**config.mk**
```make
export PLATFORM = sky130hd
export DESIGN_NAME = hybrid_predictor
export DESIGN_NICKNAME = d
export VERILOG_FILES = /design/src/source/branch_pkg.sv /design/src/source/branch_decoder.sv /design/src/source/counter_table.sv /design/src/source/local_predictor.sv /design/src/source/global_predictor.sv /design/src/source/branch_target_buffer.sv /design/src/source/hybrid_predictor.sv
export SDC_FILE = /design/constraint.sdc
export NUM_CORES = 2
export LEC_CHECK = 0
export BUFFER_PORTS_ARGS = -buffer_cell sky130_fd_sc_hd__buf_2
export CORE_AREA = 4 4 763 765
export CTS_CLUSTER_DIAMETER = 100
export DETAILED_ROUTE_END_ITERATION = 10
export DIE_AREA = 0 0 767 769
export GPL_ROUTABILITY_DRIVEN = 0
export HOLD_SLACK_MARGIN = 0.08
export PLACE_DENSITY = 0.5
export SLEW_MARGIN = 20
export SYNTH_ARGS = -nofsm -noshare
export SYNTH_HDL_FRONTEND = slang
export SYNTH_HIERARCHICAL = 1
export SYNTH_SLANG_ARGS = --single-unit
```
**constraint.sdc**
```tcl
create_clock -name CLK -period 5.6 [get_ports CLK]
set_input_delay 0.56 -clock CLK [delete_from_list [all_inputs] [get_ports CLK]]
set_output_delay 0.56 -clock CLK [all_outputs]
set_load 0.05 [all_outputs]
```
**src/source/branch_pkg.sv**
```systemverilog
`default_nettype none

package branch_pkg;

    // Instruction field positions
    localparam int opcode_msb = 31;
    localparam int opcode_lsb = 26;
    localparam int funct_msb  = 5;
    localparam int funct_lsb  = 0;

    // Conditional branch opcodes
    localparam logic [5:0] op_beq    = 6'h04;
    localparam logic [5:0] op_bne    = 6'h05;
    localparam logic [5:0] op_blez   = 6'h06;
    localparam logic [5:0] op_bgtz   = 6'h07;
    localparam logic [5:0] op_regimm = 6'h01;

    // Direct jumps, and the SPECIAL opcode that carries jr in its funct field
    localparam logic [5:0] op_j       = 6'h02;
    localparam logic [5:0] op_jal     = 6'h03;
    localparam logic [5:0] op_special = 6'h00;
    localparam logic [5:0] funct_jr   = 6'h08;

    // 2-bit counter encodings, the upper bit is the prediction
    localparam logic [1:0] ctr_strong_not_taken = 2'b00;
    localparam logic [1:0] ctr_weak_not_taken   = 2'b01;
    localparam logic [1:0] ctr_weak_taken       = 2'b10;
    localparam logic [1:0] ctr_strong_taken     = 2'b11;

    // Chooser uses the same encoding: 2 and 3 select the global predictor
    localparam logic [1:0] ctr_weak_local = 2'b01;

    // Word-aligned PCs, so the two low bits never index anything
    localparam int pc_lsb = 2;

endpackage

`default_nettype wire

```
**src/source/branch_decoder.sv**
```systemverilog
`default_nettype none

module branch_decoder (
    input  logic [31:0] instr,
    output logic        branch,
    output logic        jump
);

    logic [5:0] opcode;
    logic [5:0] funct;

    assign opcode = instr[branch_pkg::opcode_msb:branch_pkg::opcode_lsb];
    assign funct  = instr[branch_pkg::funct_msb:branch_pkg::funct_lsb];

    always_comb begin
        branch = 1'b0;
        jump   = 1'b0;
        case (opcode)
            branch_pkg::op_beq,
            branch_pkg::op_bne,
            branch_pkg::op_blez,
            branch_pkg::op_bgtz,
            branch_pkg::op_regimm: begin
                branch = 1'b1;
            end
            branch_pkg::op_j,
            branch_pkg::op_jal: begin
                jump = 1'b1;
            end
            branch_pkg::op_special: begin
                // Only jr counts; other R-type words fall through as non-branches
                jump = (funct == branch_pkg::funct_jr);
            end
            default: begin
                branch = 1'b0;
                jump   = 1'b0;
            end
        endcase
    end

endmodule

`default_nettype wire

```
**src/source/counter_table.sv**
```systemverilog
`default_nettype none

module counter_table #(
    parameter int         depth_bits  = 6,
    parameter logic [1:0] reset_value = branch_pkg::ctr_weak_not_taken
) (
    input  logic                  CLK,
    input  logic                  RESET,
    input  logic [depth_bits-1:0] read_index,
    output logic                  read_taken,
    output logic [1:0]            read_counter,
    input  logic                  update,
    input  logic [depth_bits-1:0] update_index,
    input  logic                  update_up,
    input  logic                  update_down
);

    localparam int depth = 2 ** depth_bits;

    logic [1:0] counters [depth];
    logic [1:0] current;

    // Combinational read, upper bit is the taken prediction
    assign read_counter = counters[read_index];
    assign read_taken   = read_counter[1];

    assign current = counters[update_index];

    always_ff @(posedge CLK or negedge RESET) begin
        if (!RESET) begin
            for (int i = 0; i < depth; i++) begin
                counters[i] <= reset_value;
            end
        end else if (update) begin
            // Saturate at both ends
            if (update_up && current != branch_pkg::ctr_strong_taken) begin
                counters[update_index] <= current + 2'd1;
            end else if (update_down && current != branch_pkg::ctr_strong_not_taken) begin
                counters[update_index] <= current - 2'd1;
            end
        end
    end

endmodule

`default_nettype wire

```
**src/source/local_predictor.sv**
```systemverilog
`default_nettype none

module local_predictor #(
    parameter int index_bits = 6,
    parameter int hist_bits  = 4
) (
    input  logic        CLK,
    input  logic        RESET,
    input  logic [31:0] lookup_addr,
    output logic        taken,
    input  logic        update,
    input  logic [31:0] update_addr,
    input  logic        outcome
);

    localparam int depth = 2 ** index_bits;

    logic [hist_bits-1:0]  history [depth];
    logic [index_bits-1:0] lookup_index;
    logic [index_bits-1:0] update_index;
    logic [hist_bits-1:0]  lookup_hist;
    logic [hist_bits-1:0]  update_hist;

    assign lookup_index = lookup_addr[branch_pkg::pc_lsb +: index_bits];
    assign update_index = update_addr[branch_pkg::pc_lsb +: index_bits];

    assign lookup_hist = history[lookup_index];
    assign update_hist = history[update_index];

    // Per-branch history shifts in the resolved outcome, newest in bit 0
    always_ff @(posedge CLK or negedge RESET) begin
        if (!RESET) begin
            for (int i = 0; i < depth; i++) begin
                history[i] <= '0;
            end
        end else if (update) begin
            history[update_index] <= {update_hist[hist_bits-2:0], outcome};
        end
    end

    // Pattern counters, trained under the history seen before this update
    counter_table #(
        .depth_bits  (hist_bits),
        .reset_value (branch_pkg::ctr_weak_not_taken)
    ) pattern_i (
        .CLK          (CLK),
        .RESET        (RESET),
        .read_index   (lookup_hist),
        .read_taken   (taken),
        .read_counter (),
        .update       (update),
        .update_index (update_hist),
        .update_up    (outcome),
        .update_down  (!outcome)
    );

endmodule

`default_nettype wire

```
**src/source/global_predictor.sv**
```systemverilog
`default_nettype none

module global_predictor #(
    parameter int index_bits = 6,
    parameter int ghr_bits   = 6
) (
    input  logic        CLK,
    input  logic        RESET,
    input  logic [31:0] lookup_addr,
    output logic        taken,
    input  logic        update,
    input  logic [31:0] update_addr,
    input  logic        outcome
);

    logic [ghr_bits-1:0]   ghr;
    logic [index_bits-1:0] ghr_wide;
    logic [index_bits-1:0] lookup_index;
    logic [index_bits-1:0] update_index;

    // GHR is zero-extended into the low index bits (ghr_bits <= index_bits)
    assign ghr_wide = index_bits'(ghr);

    assign lookup_index = lookup_addr[branch_pkg::pc_lsb +: index_bits] ^ ghr_wide;
    assign update_index = update_addr[branch_pkg::pc_lsb +: index_bits] ^ ghr_wide;

    always_ff @(posedge CLK or negedge RESET) begin
        if (!RESET) begin
            ghr <= '0;
        end else if (update) begin
            ghr <= {ghr[ghr_bits-2:0], outcome};
        end
    end

    counter_table #(
        .depth_bits  (index_bits),
        .reset_value (branch_pkg::ctr_weak_not_taken)
    ) gshare_i (
        .CLK          (CLK),
        .RESET        (RESET),
        .read_index   (lookup_index),
        .read_taken   (taken),
        .read_counter (),
        .update       (update),
        .update_index (update_index),
        .update_up    (outcome),
        .update_down  (!outcome)
    );

endmodule

`default_nettype wire

```
**src/source/branch_target_buffer.sv**
```systemverilog
`default_nettype none

module branch_target_buffer #(
    parameter int index_bits = 6
) (
    input  logic        CLK,
    input  logic        RESET,
    input  logic        flush,
    input  logic [31:0] lookup_addr,
    output logic        hit,
    output logic [31:0] target,
    input  logic        update,
    input  logic [31:0] update_addr,
    input  logic [31:0] update_target
);

    localparam int depth    = 2 ** index_bits;
    localparam int tag_lsb  = branch_pkg::pc_lsb + index_bits;
    localparam int tag_bits = 32 - tag_lsb;

    logic [tag_bits-1:0]   tags    [depth];
    logic [31:0]           targets [depth];
    logic [depth-1:0]      valid;

    logic [index_bits-1:0] lookup_index;
    logic [tag_bits-1:0]   lookup_tag;
    logic [index_bits-1:0] update_index;
    logic [tag_bits-1:0]   update_tag;

    assign lookup_index = lookup_addr[branch_pkg::pc_lsb +: index_bits];
    assign lookup_tag   = lookup_addr[31:tag_lsb];
    assign update_index = update_addr[branch_pkg::pc_lsb +: index_bits];
    assign update_tag   = update_addr[31:tag_lsb];

    // Hit needs a live entry whose tag matches the fetch PC
    assign hit    = valid[lookup_index] && (tags[lookup_index] == lookup_tag);
    assign target = targets[lookup_index];

    // Valid bits, the only state that reset and flush touch
    always_ff @(posedge CLK or negedge RESET) begin
        if (!RESET) begin
            valid <= '0;
        end else if (flush) begin
            valid <= '0;
        end else if (update) begin
            valid[update_index] <= 1'b1;
        end
    end

    // Tag and target payload
    always_ff @(posedge CLK) begin
        if (update && !flush) begin
            tags[update_index]    <= update_tag;
            targets[update_index] <= update_target;
        end
    end

endmodule

`default_nettype wire

```
**src/source/hybrid_predictor.sv**
```systemverilog
`default_nettype none

module hybrid_predictor #(
    parameter int index_bits = 6,
    parameter int hist_bits  = 4,
    parameter int ghr_bits   = 6
) (
    input  logic        CLK,
    input  logic        RESET,
    input  logic        flush,
    input  logic [31:0] instr,
    input  logic [31:0] instr_addr,
    input  logic [31:0] mem_instr,
    input  logic [31:0] mem_addr,
    input  logic [31:0] mem_target,
    input  logic        mem_resolved,
    input  logic [1:0]  mem_predictions,
    output logic        taken,
    output logic [31:0] taken_addr,
    output logic [1:0]  predictions
);

    logic                  fetch_branch;
    logic                  fetch_jump;
    logic                  mem_branch;
    logic                  mem_jump;
    logic                  resolving;
    logic                  global_right;
    logic                  local_right;
    logic                  chooser_up;
    logic                  chooser_down;
    logic                  use_global;
    logic                  local_taken;
    logic                  global_taken;
    logic                  btb_hit;
    logic [31:0]           btb_target;
    logic                  predict_taken;
    logic [index_bits-1:0] fetch_index;
    logic [index_bits-1:0] mem_index;

    branch_decoder fetch_decoder_i (
        .instr  (instr),
        .branch (fetch_branch),
        .jump   (fetch_jump)
    );

    branch_decoder mem_decoder_i (
        .instr  (mem_instr),
        .branch (mem_branch),
        .jump   (mem_jump)
    );

    // All training is gated by the MEM-stage word being a branch or jump
    assign resolving = mem_branch | mem_jump;

    // Chooser leans toward whichever side alone was right
    assign global_right = (mem_predictions[1] == mem_resolved);
    assign local_right  = (mem_predictions[0] == mem_resolved);
    assign chooser_up   = global_right & ~local_right;
    assign chooser_down = local_right & ~global_right;

    assign fetch_index = instr_addr[branch_pkg::pc_lsb +: index_bits];
    assign mem_index   = mem_addr[branch_pkg::pc_lsb +: index_bits];

    local_predictor #(
        .index_bits (index_bits),
        .hist_bits  (hist_bits)
    ) local_i (
        .CLK         (CLK),
        .RESET       (RESET),
        .lookup_addr (instr_addr),
        .taken       (local_taken),
        .update      (resolving),
        .update_addr (mem_addr),
        .outcome     (mem_resolved)
    );

    global_predictor #(
        .index_bits (index_bits),
        .ghr_bits   (ghr_bits)
    ) global_i (
        .CLK         (CLK),
        .RESET       (RESET),
        .lookup_addr (instr_addr),
        .taken       (global_taken),
        .update      (resolving),
        .update_addr (mem_addr),
        .outcome     (mem_resolved)
    );

    counter_table #(
        .depth_bits  (index_bits),
        .reset_value (branch_pkg::ctr_weak_local)
    ) chooser_i (
        .CLK          (CLK),
        .RESET        (RESET),
        .read_index   (fetch_index),
        .read_taken   (use_global),
        .read_counter (),
        .update       (resolving),
        .update_index (mem_index),
        .update_up    (chooser_up),
        .update_down  (chooser_down)
    );

    // Only taken resolutions allocate a BTB entry
    branch_target_buffer #(
        .index_bits (index_bits)
    ) btb_i (
        .CLK           (CLK),
        .RESET         (RESET),
        .flush         (flush),
        .lookup_addr   (instr_addr),
        .hit           (btb_hit),
        .target        (btb_target),
        .update        (resolving & mem_resolved),
        .update_addr   (mem_addr),
        .update_target (mem_target)
    );

    assign predict_taken = (use_global ? global_taken : local_taken)
                           & btb_hit & (fetch_branch | fetch_jump);

    always_ff @(posedge CLK or negedge RESET) begin
        if (!RESET) begin
            taken       <= 1'b0;
            taken_addr  <= '0;
            predictions <= '0;
        end else if (flush) begin
            taken       <= 1'b0;
            taken_addr  <= '0;
            predictions <= '0;
        end else begin
            taken       <= predict_taken;
            taken_addr  <= btb_target;
            predictions <= {global_taken, local_taken};
        end
    end

endmodule

`default_nettype wire

```
==> results.yml <==
run_status:
  status: "completed"
floorplan:
  die-height_um: 769
  io_pins: 201
  start_util: 0.297
  dieArea_um2: 590000
  num_rows: 279
  core-area_um2: 576000
  die_w_um: 767
placed_design:
  dpl_worst_slack_ps: 157
  portBuffers: 156
  dpl-instance-area_um2: 184000
  dpl.hpwl_um: 307000
  dp_cells: 16200
critical_path:
  path_class: "in -> reg"
  start_kind: "input pin"
  worstRegToRegCells: 13
  path_cells: "buf_4, buf_4, mux2_2, a21oi_1, o21ai_0, a21oi_2, nand3_1, buf_12, mux4_1, nand3_1, and4_1, ha_1, nand2b_2, a2111oi_2, mux2_2"
  end_kind: "flip-flop"
  path_depth: 15
  worstPathMaxFanout: 27
  path_buf_inv: 3
  path_delay_family: "compound AO/OA/AOI/OAI gates"
  cp_data_required_time_ps: 6430
  max_stage_delay_ps: 690
  r2r-start: "local_i/history[17]"
  r2r_slack_ps: 1170
  r2r-end: "local_i/pattern_i/counters[7]"
  cp_slowest_cell: "a21oi_2"
  arrival_ps: 5380
global_routing:
  grt_pass1_wl_um: 749000
  antenna_found_initial: 58
  grt_start_max_net_pins: 162
  grt_use_total: 0.177
  grt-ovfl-total: 0
  grt_pass1_vias: 93200
timing:
  hold_ws_ps: 110
  fin_crit_ps: 4550
  setup_viol: 0
  final.setup.tns_ps: 0
  slew_headroom: 0.202
  worst_slew_pin_slew_ps: 1190
  fin_skew_ps: 80.9
  max_freq_mhz: 220
  layout_setup_ws_ps: 1050
  hold_viol: 0
  finalCritPeriodShare: 0.812
  rsz0062_at_grt: "no"
  slew_violations: 0
layout:
  fin_nets: 9245
  utilization: 0.346
  area_growth_pct: 16.2
  fill_cells: 53700
  final_cell_count_no_fill: 17000
  drive_gt1_frac: 0.322
  final_area_um2: 199000
logic_synthesis:
  syn-num-nets: 8683
  synth_cells: 8511
  avgSynthCellArea_um2: 20.1
  yosysWarningCount: 6
  synthesis.area_um2: 171000
routing:
  antenna_left: 0
  drt-total-wl_um: 536000
  drtIter0Drc: 9950
  vias_per_cell: 5.29
  vias: 90200
  drt_first_pass_iters: 8
  drc_errors: 0
  wire_per_inst_um: 31.5
min_path:
  worstHoldStart: "mem_addr[24]"
  hold_depth: 1
  hold_class: "in -> reg"
  hold_end: "btb_i/tags[59][16]"
clock_tree:
  clock-sinks: 4233
  h-tree-depth: 5
  cts_buffers: 434
  clkLatencyLatePin_ps: 1000
  clockRootBuffer: "clkbuf_16"
  cts.clk_slew.worst_paths_ps: 60
  cts_max_path_buffers: 4
  cts_tree: "yes"
flow_run:
  max_cap_violations: 0
pwr:
  p_total_mw: 69.7
  powerDensity_nw_per_um2: 350
  ir_drop_v: 0.000338
  p_leak_nw: 65.1
==> registers in the layout, indices dropped and copies added (netlist names), named ones only <==
signal / cells
taken: 1
btb_i/valid: 64
local_i/history: 256
btb_i/tags: 1536
global_i/ghr: 6
predictions: 2
btb_i/targets: 2048
global_i/gshare_i/counters: 64
local_i/pattern_i/counters: 16
taken_addr: 32
chooser_i/counters: 64
==> worst register-to-register path: cells and delay by family, from the launching register on <==
| kind | cells | cell delay, ps |
|---|---|---|
| compound gates | 4 | 1540 |
| fa+ha+maj | 1 | 210 |
| buf+inv | 1 | 280 |
| flops | 1 | 390 |
| mux | 3 | 900 |
| simple gates | 4 | 970 |
==> worst max path at each step <==
stage                        startpoint                              to  slack, ps
floorplan                 mem_instr[29]               btb_i/tags[17][0]        590
global placement            mem_addr[3]  local_i/pattern_i/counters[11]         90
detailed placement          mem_addr[3]   local_i/pattern_i/counters[7]        160
CTS                 local_i/history[17]   local_i/pattern_i/counters[7]       1180
global route                mem_addr[3]   local_i/pattern_i/counters[7]        910
finish                      mem_addr[3]   local_i/pattern_i/counters[7]       1050
==> routing by layer <==
metal / track usage / share of wire
met5: 0 / 0.000045
met1: 0.242 / 0.42
met3: 0.0279 / 0.065
met4: 0.0511 / 0.031
met2: 0.293 / 0.48
==> area by class of cell <==
type | count | area [um^2] | share of cell area
Sequential cell | 4233 | 124000 | 0.623
Multi-Input combinational cell | 3685 | 44700 | 0.225
Clock buffer | 565 | 11700 | 0.0587
Tap cell | 7587 | 9490 | 0.0477
Timing Repair Buffer | 637 | 6260 | 0.0315
Clock inverter | 239 | 2440 | 0.0123
Inverter | 82 | 310 | 0.00156
Antenna cell | 18 | 45.0 | 0.000226
==> repair_timing <==
| action | CTS | global route |
|---|---|---|
| gates resized for setup | 0 | 0 |
| hold buffers | 6 | 14 |
| buffers inserted | 0 | 0 |
| hold endpoints to repair | 90 | 185 |
| endpoints found under the setup margin | 0 | 0 |
==> cell usage in the layout (no fill, tap or decap), types with 43 or more instances in the layout <==
cell          n
mux2_1       43
nand2_1     326
clkbuf_1    101
a22oi_1      84
mux4_2     1164
buf_12      133
o21ai_0     158
clkinv_1     93
a21oi_1     135
edfxtp_1   3584
dfrtp_1     505
inv_1        75
nand3_1      55
nor2_4       71
nor2_1      269
buf_4       347
nor2b_1      91
a221oi_1     78
buf_2       128
o22ai_1     138
clkbuf_16   437
clkinv_2     73
dfstp_2     144
mux2_2      349
mux2i_1     233
==> power by group <==
group          switching, mW  total [mW]  leakage (nW)  internal [mW]
Sequential             0.294        35.0          40.7           34.7
Combinational           3.45        5.66          17.6           2.21
Clock                   12.6        29.1          6.89           16.5
Total                   16.3        69.7          65.1           53.4
(Power assumes the default switching activity.)
